$ cat config.mk
export PLATFORM = sky130hd
export DESIGN_NAME = iwrr_arbiter_top
export DESIGN_NICKNAME = d
export VERILOG_FILES = /design/src/hdl/iwrr_pkg.sv /design/src/hdl/iwrr_arbiter_top.sv /design/src/hdl/iwrr_grant_select.sv /design/src/hdl/iwrr_credit_tracker.sv /design/src/hdl/iwrr_weight_regs.sv
export VERILOG_INCLUDE_DIRS = /design/src /design/src/hdl
export SDC_FILE = /design/constraint.sdc
export NUM_CORES = 1
export LEC_CHECK = 0
export BUFFER_PORTS_ARGS = -buffer_cell sky130_fd_sc_hd__buf_2
export CAP_MARGIN = 5
export CORE_UTILIZATION = 45
export CTS_BUF_LIST = sky130_fd_sc_hd__clkbuf_4
export DETAILED_ROUTE_END_ITERATION = 6
export GPL_TIMING_DRIVEN = 0
export PLACE_DENSITY = 0.72
export REMOVE_ABC_BUFFERS = 1
export SETUP_SLACK_MARGIN = 0.5
export SLEW_MARGIN = 20
export SYNTH_ARGS = -nofsm -noshare
export SYNTH_HDL_FRONTEND = slang
export SYNTH_SLANG_ARGS = --single-unit
$ cat constraint.sdc
create_clock -name clk -period 9.3 [get_ports clk]
set_input_delay 1.395 -clock clk [delete_from_list [all_inputs] [get_ports clk]]
set_output_delay 1.395 -clock clk [all_outputs]
set_load 0.05 [all_outputs]
$ cat src/hdl/iwrr_cfg.svh
`ifndef IWRR_CFG_SVH
`define IWRR_CFG_SVH

// Number of requesting agents on the arbiter
`define IWRR_NUM_AGENTS 4

// Bits of a weight and of each credit counter
`define IWRR_WEIGHT_WIDTH 4

// Credits reload once per window of this many clock cycles
`define IWRR_WINDOW_CYCLES 16

// Weight of every agent after reset
`define IWRR_DEFAULT_WEIGHT 1

// Derived widths
`define IWRR_AGENT_IDX_WIDTH $clog2(`IWRR_NUM_AGENTS)
`define IWRR_WINDOW_CNT_WIDTH $clog2(`IWRR_WINDOW_CYCLES)

`endif
$ cat src/hdl/iwrr_pkg.sv
`include "iwrr_cfg.svh"

package iwrr_pkg;

    // One bit per agent with agent 0 in bit 0
    typedef logic [`IWRR_NUM_AGENTS-1:0] agent_mask_t;

    // Agent number
    typedef logic [`IWRR_AGENT_IDX_WIDTH-1:0] agent_idx_t;

    // A single weight, or the credit left to one agent
    typedef logic [`IWRR_WEIGHT_WIDTH-1:0] weight_t;

    // All weights side by side with agent 0 in the low bits
    typedef logic [`IWRR_NUM_AGENTS*`IWRR_WEIGHT_WIDTH-1:0] weight_vec_t;

    // Cycle position inside the current window
    typedef logic [`IWRR_WINDOW_CNT_WIDTH-1:0] window_cnt_t;

    // Weight write strobe
    // The write happens only in a cycle where en is high
    typedef struct packed {
        logic       en;
        agent_idx_t agent;
        weight_t    weight;
    } cfg_write_t;

endpackage

$ cat src/hdl/iwrr_arbiter_top.sv
`timescale 1ns/1ps

`include "iwrr_cfg.svh"

module iwrr_arbiter_top (
    input  logic                  clk,
    input  logic                  rst_n,
    input  iwrr_pkg::cfg_write_t  cfg,
    input  iwrr_pkg::agent_mask_t request,
    output iwrr_pkg::agent_mask_t grant
);

    iwrr_pkg::weight_vec_t weights;
    iwrr_pkg::agent_mask_t eligible;
    iwrr_pkg::agent_mask_t pick;

    // Programmed weights, applied by the tracker at each window reload
    iwrr_weight_regs u_weight_regs (
        .clk     (clk),
        .rst_n   (rst_n),
        .cfg     (cfg),
        .weights (weights)
    );

    // Credits per window and the resulting eligibility mask
    iwrr_credit_tracker u_credit_tracker (
        .clk      (clk),
        .rst_n    (rst_n),
        .weights  (weights),
        .request  (request),
        .pick     (pick),
        .eligible (eligible)
    );

    // The pick goes back to the tracker and is charged on the same
    // edge that turns it into the grant
    iwrr_grant_select u_grant_select (
        .clk      (clk),
        .rst_n    (rst_n),
        .eligible (eligible),
        .pick     (pick),
        .grant    (grant)
    );

endmodule

$ cat src/hdl/iwrr_grant_select.sv
`timescale 1ns/1ps

`include "iwrr_cfg.svh"

module iwrr_grant_select (
    input  logic                  clk,
    input  logic                  rst_n,
    input  iwrr_pkg::agent_mask_t eligible,
    output iwrr_pkg::agent_mask_t pick,
    output iwrr_pkg::agent_mask_t grant
);

    // Agent that has first claim on the next grant
    iwrr_pkg::agent_idx_t ptr;

    // Index of the agent that the search found when pick is non-zero
    iwrr_pkg::agent_idx_t win_idx;

    // Walk upward from the pointer and take the first eligible agent.
    // The index is as wide as an agent number, so the walk wraps by itself
    always_comb begin
        iwrr_pkg::agent_idx_t idx;
        logic                 found;

        pick    = '0;
        win_idx = ptr;
        found   = 1'b0;
        for (int off = 0; off < `IWRR_NUM_AGENTS; off++) begin
            idx = ptr + iwrr_pkg::agent_idx_t'(off);
            if (!found && eligible[idx]) begin
                found        = 1'b1;
                pick[idx]    = 1'b1;
                win_idx      = idx;
            end
        end
    end

    // Grant is the pick delayed by one edge, so a request seen at one edge
    // shows up as a one-cycle grant pulse right after it
    always_ff @(posedge clk or negedge rst_n) begin
        if (!rst_n) begin
            grant <= '0;
        end else begin
            grant <= pick;
        end
    end

    // The pointer moves just past the winner, the winner goes to the back
    always_ff @(posedge clk or negedge rst_n) begin
        if (!rst_n) begin
            ptr <= '0;
        end else if (|pick) begin
            ptr <= win_idx + 1'b1;
        end
    end

endmodule

$ cat src/hdl/iwrr_credit_tracker.sv
`timescale 1ns/1ps

`include "iwrr_cfg.svh"

module iwrr_credit_tracker (
    input  logic                  clk,
    input  logic                  rst_n,
    input  iwrr_pkg::weight_vec_t weights,
    input  iwrr_pkg::agent_mask_t request,
    input  iwrr_pkg::agent_mask_t pick,
    output iwrr_pkg::agent_mask_t eligible
);

    iwrr_pkg::window_cnt_t win_cnt;
    logic                  window_end;

    // Credit left to each agent in the running window
    iwrr_pkg::weight_t credit [`IWRR_NUM_AGENTS];

    assign window_end = (win_cnt == iwrr_pkg::window_cnt_t'(`IWRR_WINDOW_CYCLES - 1));

    // Free-running window counter, starts from 0 when reset is released
    always_ff @(posedge clk or negedge rst_n) begin
        if (!rst_n) begin
            win_cnt <= '0;
        end else if (window_end) begin
            win_cnt <= '0;
        end else begin
            win_cnt <= win_cnt + 1'b1;
        end
    end

    // At window end every credit is refilled from its weight.
    // The refill wins over a grant taken on the same edge; that grant
    // is charged to the old window, which is ending anyway
    always_ff @(posedge clk or negedge rst_n) begin
        if (!rst_n) begin
            for (int i = 0; i < `IWRR_NUM_AGENTS; i++) begin
                credit[i] <= iwrr_pkg::weight_t'(`IWRR_DEFAULT_WEIGHT);
            end
        end else begin
            for (int i = 0; i < `IWRR_NUM_AGENTS; i++) begin
                if (window_end) begin
                    credit[i] <= weights[i*`IWRR_WEIGHT_WIDTH +: `IWRR_WEIGHT_WIDTH];
                end else if (pick[i]) begin
                    // Pick only ever selects an eligible agent, so credit is non-zero here
                    credit[i] <= credit[i] - 1'b1;
                end
            end
        end
    end

    // An agent may compete only while it requests and still has credit.
    // Agents out of credit wait for the reload even if nobody else asks
    always_comb begin
        for (int i = 0; i < `IWRR_NUM_AGENTS; i++) begin
            eligible[i] = request[i] && (credit[i] != '0);
        end
    end

endmodule

$ cat src/hdl/iwrr_weight_regs.sv
`timescale 1ns/1ps

`include "iwrr_cfg.svh"

module iwrr_weight_regs (
    input  logic                  clk,
    input  logic                  rst_n,
    input  iwrr_pkg::cfg_write_t  cfg,
    output iwrr_pkg::weight_vec_t weights
);

    // One stored weight per agent
    iwrr_pkg::weight_t weight_q [`IWRR_NUM_AGENTS];

    // Every agent starts at the default weight so that the arbiter
    // serves everyone out of reset without any configuration
    always_ff @(posedge clk or negedge rst_n) begin
        if (!rst_n) begin
            for (int i = 0; i < `IWRR_NUM_AGENTS; i++) begin
                weight_q[i] <= iwrr_pkg::weight_t'(`IWRR_DEFAULT_WEIGHT);
            end
        end else if (cfg.en) begin
            weight_q[cfg.agent] <= cfg.weight;
        end
    end

    // Flatten the bank for the credit tracker
    genvar g;
    generate
        for (g = 0; g < `IWRR_NUM_AGENTS; g++) begin : g_pack
            assign weights[g*`IWRR_WEIGHT_WIDTH +: `IWRR_WEIGHT_WIDTH] = weight_q[g];
        end
    endgenerate

endmodule

Word level (Yosys, flattened, before mapping)

Cells that the tools add are included.
Widths: inputs -> output; s select.

Multiplexer cells: 38
Eq/ne operators: 1
Add/sub/neg operators: 9
Reduce and logical (&&, ||, !) cells: 24
Bitwise logic cells: 4
Order comparisons: 10

Operator list:

| operator            | number |
|---|---|
| $mux 4              | 14 |
| $bwmux 16           | 1 |
| $reduce_bool 4->1   | 4 |
| $sub 4x1->4 const B | 4 |
| $logic_and 1x1->1   | 12 |
| $lt 2x3->1 const B  | 4 |
| $or 4x4->4          | 3 |
| $mux 1              | 11 |
| $bmux 1 s2          | 4 |
| $demux 1 s2         | 4 |
| $demux 4 s2         | 1 |
| $ge 2x1->1 const B  | 4 |
| $reduce_bool 2->1   | 4 |
| $mux 2              | 3 |
| $add 2x1->2 const B | 2 |
| $add 2x2->2 const B | 2 |
| $add 4x1->4 const B | 1 |
| $eq 4x4->1 const B  | 1 |
| $reduce_or 4->1     | 1 |
| $ge 3x3->1 const B  | 1 |
| $logic_not 1->1     | 3 |
| $lt 3x1->1 const B  | 1 |
| $not 2->3           | 1 |

Input bits: 13
Flip-flop bits (word level): 42
Logic and storage cells: 97
Output and inout port bits: 4

Logic depth before layout (Yosys ltp)

Gate-level depths: netlist (run 1).

Word-level depth: 16
Gate-level depth with buffers: 12
Mapped depth without buffers: 10

Modules after synthesis

A second synthesis (run 1) with hierarchy kept.

Cell total of the unflattened synthesis: 246
Area, all modules: 2603.7 um^2

Modules (own cells, without submodules):

| module              | seq. area each (um^2) | area an instance (um^2) | cells each | times used |
|---|---|---|---|---|
| iwrr_credit_tracker | 505.5                 | 1119.8                  | 111        | 1 |
| iwrr_grant_select   | 150.1                 | 859.6                   | 99         | 1 |
| iwrr_weight_regs    | 405.4                 | 624.3                   | 36         | 1 |

Worst setup path after synthesis (run 1)

Ideal clock, no wire load.

Kind: input port to flip-flop
From: input port request[3]
To: register u_grant_select.ptr[0]
Arrival time: 3.111 ns
Data required time: 9.174 ns
Setup time: 0.126 ns
Setup slack: 6.063 ns
Buffers on the path: 1
Stages: 9
Cells stage by stage: nand2_1 o32ai_1 nor2_1 o311a_4 a221o_1 buf_6 nor4_4 nor2_2 xnor2_1

Longest elaborated chain between the ends: 14
Elaborated cells on any way between the ends: 30
Classes of those cells: 1 x add/sub; 18 x mux; 3 x bitwise; 8 x reduce/logical

RTL lines:

| element                      | RTL line                  | RTL |
|---|---|---|
| start, declared              | iwrr_arbiter_top.sv:9     | `input iwrr_pkg::agent_mask_t request,` |
| $logic_and 1x1->1 *          | iwrr_credit_tracker.sv:57 | `eligible[i] = request[i] && (credit[i] != '0);` |
| $bmux 1 s2                   | iwrr_grant_select.sv:30   | `if (!found && eligible[idx]) begin` |
| $mux 1 (implied by the code) | iwrr_grant_select.sv:30   |  |
| $mux 1                       | iwrr_grant_select.sv:30   |  |
| $logic_not 1->1              | iwrr_grant_select.sv:30   |  |
| $logic_and 1x1->1            | iwrr_grant_select.sv:30   |  |
| $mux 1                       | iwrr_grant_select.sv:30   |  |
| $logic_not 1->1              | iwrr_grant_select.sv:30   |  |
| $logic_and 1x1->1            | iwrr_grant_select.sv:30   |  |
| $mux 1                       | iwrr_grant_select.sv:30   |  |
| $logic_not 1->1              | iwrr_grant_select.sv:30   |  |
| $logic_and 1x1->1            | iwrr_grant_select.sv:30   |  |
| $mux 4 *                     | iwrr_grant_select.sv:30   |  |
| net pick[2]                  | iwrr_arbiter_top.sv:15    | `iwrr_pkg::agent_mask_t pick;` |
| $reduce_or 4->1 *            | iwrr_grant_select.sv:52   | `end else if (\|pick) begin` |
| end signal, assigned         | iwrr_grant_select.sv:53   | `ptr <= win_idx + 1'b1;` |
| end, declared                | iwrr_grant_select.sv:14   | `iwrr_pkg::agent_idx_t ptr;` |

Mark *: on every way through the listed nets, which the timed path passes. The rest lies on a longest branch. The select of a mux whose other input is x is not followed.
A chain may end at the register's enable or synchronous reset.

Worst setup path in the final report (run 1)

From: register u_grant_select.ptr[0]
To: register u_grant_select.ptr[0]

Longest elaborated chain between the ends: 13
Elaborated cells on any way between the ends: 52
Classes of those cells: 4 x add/sub; 8 x order compare; 26 x mux; 3 x bitwise; 11 x reduce/logical

RTL lines:

| element |
|---|
| parallel branches: the longest is 13 deep, another holds $lt 2x3->1 |

Several ways; the timed one is not identified. The select of a mux whose other input is x is not followed.

==> results.py, run 1 <==
metrics = {
    "run_status": {
        "outcome": "completed",
    },
    "yosys": {
        "synth_top_cell_area_share": 0.3461,
        "synth_area_per_cell_sq_um": 10.33,
        "ys_types": 45,
        "netlist_instances": 238,
        "syn-cell-area_sq_um": 2459,
        "synth_ff_type": "dfrtp_1",
        "synth_area_leaders": "dfrtp_1, mux2_2, dfstp_2, ha_1, a21oi_1",
        "ys_seq_area_frac": 0.4316,
        "yosysTopAreaCell": "dfrtp_1",
        "yosysWarnings": 0,
        "synth_edf_count": 0,
        "synthArstFlopShare": 1.000,
        "synth_seq_cells": 42,
    },
    "timing": {
        "setup_viol": 0,
        "final.min_clock_period_ns": 3.715,
        "tightestPinTransition_ns": 1.013,
        "setup_tns_ns": 0,
        "drv_slew": 0,
        "min_period_over_period": 0.3995,
        "rsz0062_at_grt": "false",
        "fmax_mhz": 269.2,
        "finalHoldViolations": 0,
        "slew_headroom": 0.3228,
        "fin_skew_ns": 0.007840,
    },
    "placement": {
        "gp_congestion": 0.8445,
        "hpwl_um": 3408,
        "numPortBuffers": 16,
        "placed_cells": 315,
    },
    "finish": {
        "multi_input_area_sq_um": 1274,
        "finalNetCount": 277,
        "final_cells": 323,
        "area_delta_synth_final_pct": 6.870,
        "register_area_sq_um": 1061,
        "layout_commonest_cell": "dfrtp_1",
        "fillers": 489,
        "diodes": 0,
        "final_cell_mix": "dfrtp_1, nor2_1, a21oi_1, mux2_2, inv_1",
        "final_layout_size_suffix_gt1_frac": 0.2490,
    },
    "clock_network": {
        "clock-sinks": 42,
        "cts_setup_buffers": 0,
        "clk_latency_ns": 0.33,
        "cts.path.max_buffers": 2,
        "cts_resized": 0,
        "cts_tree": "built",
        "cts.htree.levels": 2,
        "clockRootBuffer": "clkbuf_4",
        "numCtsBuffers": 5,
        "cts.clk_slew.worst_paths_ns": 0.11,
        "ctsHoldBuffers": 0,
    },
    "floorplan": {
        "die_w_um": 75.92,
        "row_count": 26,
        "core_sq_um": 5172,
        "start_util": 0.4753,
        "dieArea_sq_um": 5763,
        "pin_count": 17,
        "die_h_um": 75.92,
    },
    "critical_path": {
        "rr_startpoint": "u_grant_select.ptr[0]",
        "worstPathMaxFanout": 19,
        "worstSetupStartpoint": "u_grant_select.ptr[0]",
        "r2r_end": "u_grant_select.ptr[0]",
        "crit_type": "reg2reg",
        "r2r_cells": 10,
        "critPathCaptureType": "register",
        "crit_buf_inv": 1,
        "max_stage_delay_ns": 0.75,
        "crit_chain": "inv_1, ha_1, nand2_1, o32ai_1, nor2_1, o311a_4, a221o_1, nor4_4, nor2_2, xnor2_1",
        "critical_path_arrival_ns": 3.94,
        "start_kind": "register",
        "reg2reg_slack_ns": 5.58,
        "critPathSlowestCell": "dfrtp_1",
        "critical-path-top-delay-family": "compound AO/OA/AOI/OAI gates",
        "cp.required_ns": 9.52,
    },
    "routing": {
        "antenna_left": 0,
        "vias_per_cell": 5.418,
        "routed-wl-met3_um": 207,
        "met1_length_um": 2115,
        "vias": 1750,
        "finalWirelength_um": 4554,
        "wl_met2_um": 2164,
        "dr.max_layer_used": "met4",
        "drt-initial-drc-count": 68,
        "wl_per_cell_um": 14.10,
        "drcViolationCount": 0,
        "firstDrtPassIters": 4,
    },
    "hold_path": {
        "hold_start": "u_credit_tracker.win_cnt[0]",
        "hp-class": "reg2reg",
        "min_path_cells": 1,
        "hold_end": "u_credit_tracker.win_cnt[0]",
    },
    "power_and_ir_drop": {
        "ir_drop_mv": 0.1626,
        "power_density_nw_per_um2": 338.5,
        "p_leak_nw": 1.146,
    },
    "global_routing": {
        "overflow": 0,
        "grt_start_max_net_pins": 43,
        "grt_use_total": 0.1676,
        "grt_pass1_vias": 1647,
        "grt_pass1_wl_um": 7769,
        "grt_antenna_before_repair": 0,
    },
    "flow_run": {
        "cap_violations": 0,
    },
}
[worst max path at each step]
| stage | cells past startpoint | slack, ns | to |
|---|---|---|---|
| 2_1_floorplan | 8 | 6.06 | u_grant_select.ptr[0] |
| 3_3_place_gp | 9 | 5.62 | u_grant_select.ptr[0] |
| 3_5_place_dp | 9 | 5.56 | u_grant_select.ptr[0] |
| 4_1_cts | 10 | 5.57 | u_grant_select.ptr[0] |
| 5_1_grt | 10 | 5.32 | u_grant_select.ptr[0] |
| 6_report | 10 | 5.58 | u_grant_select.ptr[0] |
[per-layer routing]
metal  global-route usage  vias to the layer above
li1                     -                      875
met1               0.2262                      823
met2               0.2691                       46
met3              0.03735                        6
met4              0.05192                        0
met5                    0                        -
[sequential cells by signal, indices dropped and copies added, names as in the netlist]
| register | flops |
|---|---|
| u_credit_tracker.credit | 16 |
| u_credit_tracker.win_cnt | 4 |
| u_grant_select.grant | 4 |
| u_grant_select.ptr | 2 |
| u_weight_regs.weights | 16 |
[through the flow]
step | utilization | area (sq um) | worst slack, ns | hold WS (ns) | power (mW)
floorplan | - | 2406 | 6.060 | 0.4495 | 0.7057
detailed placement | 0.4976 | 2574 | 5.558 | 0.4876 | 0.8128
finish | 0.5080 | 2628 | 5.585 | 0.5075 | 0.8894
CTS | 0.5080 | 2628 | 5.570 | 0.5090 | 0.8986
global placement | 0.4976 | 2574 | 5.619 | 0.4752 | 0.7949
global route | 0.5080 | 2628 | 5.321 | 0.5320 | 0.9700
[area by class of cell]
| class | count | share of cell area |
|---|---|---|
| clock inverters | 3 | 0.006190 |
| clock buffers | 5 | 0.01429 |
| flip-flops and latches | 42 | 0.4038 |
| multi-input cells | 168 | 0.4848 |
| inverters | 19 | 0.02714 |
| repair buffers | 16 | 0.03048 |
| well taps | 70 | 0.03333 |
[Yosys cell counts (all sizes together), types with 5 or more instances]
cell type and number:
xor2 9, mux2 20, nor3 5, inv 19, o21ai 9, buf 6
mux2i 5, nor2 22, o2111ai 6, nand3 6, dfrtp 34, ha 12
a21oi 20, dfstp 8, xnor2 6, nand2 16
[power by group]
| part | total, mW | internal [mW] | leakage, nW | switching (mW) |
|---|---|---|---|---|
| Sequential | 0.317 | 0.257 | 0.494 | 0.0598 |
| Clock | 0.0831 | 0.0282 | 0.0286 | 0.0549 |
| Combinational | 0.490 | 0.224 | 0.623 | 0.266 |
[logic make-up (layout without fill, tap and decap cells)]
kind of cell,count (synthesis),count (layout),synth area share
muxes,26,26,0.1211
AOI/OAI and AO/OA,50,50,0.1420
and+or+nand+nor,65,65,0.1405
DFF,42,42,0.4316
buffers and inverters,28,43,0.05038
xor gates and xnor gates,15,15,0.05344
adders and majority gates,12,12,0.06107
(Power assumes the default switching activity.)
==> inputs of run 2 (changes only) <==
--- a/config.mk
+++ b/config.mk
@@ -6,13 +6,14 @@
 export SDC_FILE = /design/constraint.sdc
 export NUM_CORES = 1
 export LEC_CHECK = 0
+export ABC_AREA = 1
 export BUFFER_PORTS_ARGS = -buffer_cell sky130_fd_sc_hd__buf_2
 export CAP_MARGIN = 5
 export CORE_UTILIZATION = 45
 export CTS_BUF_LIST = sky130_fd_sc_hd__clkbuf_4
 export DETAILED_ROUTE_END_ITERATION = 6
 export GPL_TIMING_DRIVEN = 0
-export PLACE_DENSITY = 0.72
+export PLACE_DENSITY = 0.75
 export REMOVE_ABC_BUFFERS = 1
 export SETUP_SLACK_MARGIN = 0.5
 export SLEW_MARGIN = 20
==> constraint.sdc (replaced) <==
create_clock -name clk -period 3.4 [get_ports clk]
set_input_delay 0.51 -clock clk [delete_from_list [all_inputs] [get_ports clk]]
set_output_delay 0.51 -clock clk [all_outputs]
set_load 0.05 [all_outputs]
==> run 2 against run 1 <==
Total power increased to 3.1 times the previous value. Area after synthesis increased by 1.9%. Register-to-register slack got worse by 4.7 ns. Clock skew increased by 0.011 ns. Fmax increased by 50%. Combinational power increased to 3.4 times the previous value. Wire length increased by 8.5%. First-iteration DRC count increased by 50%. Clock power increased to 3.9 times the previous value. Design area increased by 3.6%. Largest cell class unchanged.
==> results.py, run 2 <==
metrics = {
    "yosys": {
        "synthArstFlopShare": 1.000,
        "syn-cell-area_sq_um": 2506,
        "netlist_instances": 309,
        "synth_area_leaders": "dfrtp_1, nand2_1, dfstp_2, nand3_1, ha_1",
        "synth_seq_cells": 42,
        "yosysTopAreaCell": "dfrtp_1",
        "synth_ff_type": "dfrtp_1",
        "synth_top_cell_area_share": 0.3395,
        "ys_top_cells_by_count": "nand2_1, dfrtp_1, nand3_1",
        "ys_seq_area_frac": 0.4234,
        "synth_edf_count": 0,
        "ys_types": 28,
        "yosysWarnings": 0,
        "synth_area_per_cell_sq_um": 8.111,
        "yosys.cell_count.top_type": "nand2_1",
    },
    "floorplan": {
        "row_count": 26,
        "die_h_um": 76.63,
        "core_sq_um": 5238,
        "start_util": 0.4785,
        "dieArea_sq_um": 5871,
        "die_w_um": 76.63,
        "pin_count": 17,
    },
    "routing": {
        "wl_per_cell_um": 12.39,
        "vias_per_cell": 5.123,
        "drcViolationCount": 0,
        "firstDrtPassIters": 4,
        "wl_met2_um": 2258,
        "vias": 2044,
        "drt-initial-drc-count": 102,
        "met1_length_um": 2397,
        "finalWirelength_um": 4943,
        "antenna_left": 0,
        "routed-wl-met3_um": 175,
        "dr.max_layer_used": "met4",
    },
    "hold_path": {
        "hp-class": "in2async",
    },
    "placement": {
        "post-place-ws_ns": 0.9752,
        "hpwl_um": 3524,
        "gp_congestion": 0.8497,
        "placed_cells": 391,
        "place_area_sq_um": 2644,
        "numPortBuffers": 16,
    },
    "clock_network": {
        "cts.clk_slew.worst_paths_ns": 0.14,
        "clockRootBuffer": "clkbuf_4",
        "cts.path.max_buffers": 2,
        "numCtsBuffers": 5,
        "clk_latency_ns": 0.37,
        "cts_setup_buffers": 0,
        "cts_tree": "built",
        "cts.htree.levels": 2,
        "cts_resized": 0,
        "clock-sinks": 42,
        "ctsHoldBuffers": 0,
    },
    "finish": {
        "finalNetCount": 353,
        "postLayoutCoreUtil": 0.5196,
        "final_cell_mix": "nand2_1, dfrtp_1, nand3_1, o21ai_0, inv_1",
        "area_delta_synth_final_pct": 8.587,
        "final_layout_size_suffix_gt1_frac": 0.2158,
        "layout_commonest_cell": "nand2_1",
        "final_cells": 399,
        "final_area_sq_um": 2721,
        "diodes": 0,
    },
    "timing": {
        "tightestPinTransition_ns": 0.9233,
        "finalHoldViolations": 0,
        "fmax_mhz": 403.7,
        "holdWs_ns": 0.2670,
        "slew_headroom": 0.3845,
        "rsz0062_at_grt": "false",
        "setup_ws_ns": 0.9230,
        "fin_skew_ns": 0.01929,
        "setup_tns_ns": 0,
        "setup_viol": 0,
        "final.min_clock_period_ns": 2.477,
        "drv_slew": 0,
        "min_period_over_period": 0.7285,
    },
    "global_routing": {
        "grt_antenna_before_repair": 0,
        "grt_use_total": 0.1910,
        "overflow": 0,
        "grt_pass1_vias": 2002,
        "grt_pass1_wl_um": 8838,
        "grt_start_max_net_pins": 43,
    },
    "critical_path": {
        "crit_chain": "inv_4, ha_1, inv_1, nand3_1, nand2_2, nand3_1, nor2_4, nand2_1, nand2_4, nor2_4, nor2_1, a21oi_1",
        "critical_path_arrival_ns": 2.75,
        "critPathSlowestCell": "dfrtp_1",
        "crit_type": "reg2reg",
        "start_kind": "register",
        "cp.required_ns": 3.67,
        "critPathCaptureType": "register",
        "worstPathMaxFanout": 12,
        "max_stage_delay_ns": 0.67,
    },
    "power_and_ir_drop": {
        "ir_drop_mv": 0.3967,
        "power_density_nw_per_um2": 1026,
        "totalPowerFinal_mw": 2.793,
        "p_leak_nw": 1.354,
    },
    "run_status": {
        "outcome": "completed",
    },
    "flow_run": {
        "cap_violations": 0,
    },
}
run 2: critical path, delay by kind of cell, from the launching register on:
kind / cells / cell delay (ns)
adder cells (fa/ha/maj): 1 / 0.39
flip-flops: 1 / 0.67
buffers and inverters: 2 / 0.26
AND/OR/NAND/NOR: 8 / 1.00
AO/OA/AOI/OAI: 1 / 0.05
run 2: power by group:
part | internal, mW | switching (mW)
logic | 0.586 | 1.08
registers | 0.689 | 0.121
clock network | 0.152 | 0.169
run 2: area by class of cell:
| class | instances | area, sq um |
|---|---|---|
| well taps | 70 | 87.58 |
| repair buffers | 16 | 80.08 |
| clock inverters | 3 | 40.04 |
| clock buffers | 5 | 37.54 |
| multi-input cells | 230 | 1286 |
| fillers | 509 | 2516 |
| inverters | 33 | 128.9 |
| flip-flops and latches | 42 | 1061 |
run 2: per-layer routing:
layer | up-vias | global-route usage
li1 | 1043 | -
met1 | 949 | 0.2361
met2 | 40 | 0.3171
met3 | 12 | 0.04192
met4 | 0 | 0.08846
met5 | - | 0
run 2: final timing paths:
check                                           start                         end  slack [ns]  depth (start not counted)
max                             u_grant_select.ptr[0]  u_credit_tracker.credit[5]        0.92                         12
min                                             rst_n     u_grant_select.grant[2]        0.27                          1
max reg2reg                     u_grant_select.ptr[0]  u_credit_tracker.credit[5]        0.92                         12
min reg2reg                u_credit_tracker.credit[4]  u_credit_tracker.credit[4]        0.49                          2
max in group asynchronous                       rst_n  u_credit_tracker.credit[1]        2.55                          1
min in group clk                               cfg[0]    u_weight_regs.weights[8]        0.43                          3
run 2: logic make-up (layout without fill, tap and decap cells):
| group | after synthesis | count (layout) | synth area share |
|---|---|---|---|
| flip-flops | 42 | 42 | 0.4234 |
| multiplexers | 1 | 1 | 0.003994 |
| AO/OA/AOI/OAI | 47 | 47 | 0.09885 |
| adder cells (fa/ha/maj) | 12 | 12 | 0.05991 |
| buffers and inverters | 37 | 57 | 0.06340 |
| XOR/XNOR | 7 | 7 | 0.02446 |
| AND/OR/NAND/NOR | 163 | 163 | 0.3260 |
==> inputs of run 3 (changes only) <==
==> constraint.sdc (replaced) <==
create_clock -name clk -period 2.2 [get_ports clk]
set_input_delay 0.33 -clock clk [delete_from_list [all_inputs] [get_ports clk]]
set_output_delay 0.33 -clock clk [all_outputs]
set_load 0.05 [all_outputs]
==> run 3 against run 2 <==
Sequential share of layout area decreased by 8.2 points. Critical endpoint is now u_grant_select.ptr[1]. Flip-flop and latch count is the same. First-iteration DRC count down 2.9%. Fmax grew 21%.
==> results.py, run 3 (synthesized netlist as in run 2, its figures left out) <==
metrics = {
    "run_status": {
        "outcome": "completed",
    },
    "critical_path": {
        "rr_startpoint": "u_credit_tracker.credit[8]",
        "start_kind": "register",
        "critPathCaptureType": "register",
        "cp.required_ns": 2.48,
        "worstPathMaxFanout": 7,
        "crit_type": "reg2reg",
        "critical_path_arrival_ns": 2.33,
        "r2r_end": "u_grant_select.ptr[1]",
        "reg2reg_slack_ns": 0.15,
        "r2r_cells": 15,
    },
    "routing": {
        "firstDrtPassIters": 4,
        "wl_per_cell_um": 15.52,
        "drt-initial-drc-count": 99,
        "vias": 2299,
        "antenna_left": 0,
        "drcViolationCount": 0,
        "finalWirelength_um": 6644,
        "vias_per_cell": 5.371,
    },
    "floorplan": {
        "dieArea_sq_um": 5871,
        "core_sq_um": 5238,
        "start_util": 0.4785,
        "row_count": 26,
        "pin_count": 17,
        "die_w_um": 76.63,
        "die_h_um": 76.63,
    },
    "placement": {
        "hpwl_um": 3524,
        "numPortBuffers": 16,
        "placed_cells": 391,
        "gp_congestion": 0.8497,
    },
    "timing": {
        "min_period_over_period": 0.9304,
        "finalHoldViolations": 0,
        "rsz0062_at_grt": "true",
        "drv_slew": 0,
        "setup_viol": 0,
        "slew_headroom": 0.3724,
        "fmax_mhz": 488.5,
        "tightestPinTransition_ns": 0.9414,
        "fin_skew_ns": 0.02209,
        "final.min_clock_period_ns": 2.047,
    },
    "finish": {
        "finalNetCount": 382,
        "diodes": 0,
        "final_cells": 428,
        "final_layout_size_suffix_gt1_frac": 0.4385,
        "final_cell_mix": "nand2_1, dfrtp_1, o21ai_0, buf_4",
        "area_delta_synth_final_pct": 38.04,
        "layout_commonest_cell": "nand2_1",
    },
    "clock_network": {
        "cts.htree.levels": 2,
        "clockRootBuffer": "clkbuf_4",
        "clock-sinks": 42,
        "cts.clk_slew.worst_paths_ns": 0.14,
        "cts_tree": "built",
        "numCtsBuffers": 5,
        "clk_latency_ns": 0.37,
        "cts.path.max_buffers": 2,
        "ctsHoldBuffers": 0,
    },
    "global_routing": {
        "grt_start_max_net_pins": 43,
        "overflow": 0,
        "grt_antenna_before_repair": 0,
        "grt_pass1_vias": 2386,
        "grt_pass1_wl_um": 10980,
        "grt_use_total": 0.2382,
    },
    "flow_run": {
        "cap_violations": 0,
    },
    "hold_path": {
        "hp-class": "in2async",
    },
}
[run 3: cell count changes in the layout (fill, tap and decap cells not counted), sizes merged]
cell | before | now
buf | 16 | 44
clkinv | 3 | 2
inv | 32 | 33
nand2 | 94 | 95
[run 3: critical path: stages, from the launching register on]
cell and delay [ns]:
dfstp_2 0.56, inv_2 0.05, ha_4 0.16, nand3_4 0.09, nand3_4 0.11, nand3_4 0.14
nand2_8 0.10, nand3_4 0.08, nor2_4 0.04, buf_12 0.15, nand2_8 0.08, nand2_4 0.07
nor2_4 0.15, nand2_2 0.06, nand2_1 0.06, nand2_1 0.05
[run 3: worst max-delay path by stage]
stage / end / cells past startpoint / from / slack, ns
final: u_grant_select.ptr[1] / 15 / u_credit_tracker.credit[8] / 0.15
after global routing: u_credit_tracker.credit[1] / 14 / u_credit_tracker.credit[12] / 0.05
after CTS: u_credit_tracker.credit[11] / 12 / u_credit_tracker.credit[0] / 0.24
after detailed placement: u_credit_tracker.credit[5] / 12 / u_grant_select.ptr[0] / -0.22
after global placement: u_credit_tracker.credit[5] / 12 / u_grant_select.ptr[0] / -0.22
after floorplan: u_grant_select.ptr[1] / 14 / u_credit_tracker.credit[8] / 0.14
[run 3: metal layers]
metal	track usage	share of wire	wire [um]	up-vias
li1	-	-	-	1105
met1	0.2859	0.43	2827	1099
met2	0.4000	0.50	3329	72
met3	0.04431	0.035	235	23
met4	0.1346	0.038	252	0
met5	0	0	0	-
[run 3: cell type report]
type                            count  area [sq um]
Clock buffer                        5         37.54
Clock inverter                      3         40.04
Fill cell                         417          1778
Inverter                           33         138.9
Multi-Input combinational cell    231          1782
Sequential cell                    42          1064
Tap cell                           70         87.58
Timing Repair Buffer               44         310.3
[run 3: what timing repair did]
| item | 4_1_cts | 5_1_grt |
|---|---|---|
| endpoints found under the hold margin | 0 | 0 |
| pin swaps | 27 | 20 |
| setup endpoints to repair | 23 | 23 |
| resized for setup | 76 | 37 |
| buffers inserted | 23 | 5 |
| gates cloned | 1 | 0 |
[run 3: per-stage QoR]
step | utilization | cell area (sq um) | worst slack [ns] | hold slack [ns] | setup TNS [ns]
5_1_grt | 0.6605 | 3460 | 0.05032 | 0.1504 | 0
2_1_floorplan | - | 2476 | 0.1354 | 0.03441 | 0
4_1_cts | 0.6175 | 3234 | 0.2374 | 0.1086 | 0
3_5_place_dp | 0.5048 | 2644 | -0.2248 | 0.4739 | -2.667
3_3_place_gp | 0.5048 | 2644 | -0.2174 | 0.4644 | -2.288
6_report | 0.6605 | 3460 | 0.1531 | 0.09394 | 0
Power of run 3 is not shown: default switching activity piles up to over one toggle a cycle in this logic, so the estimate is an artifact.
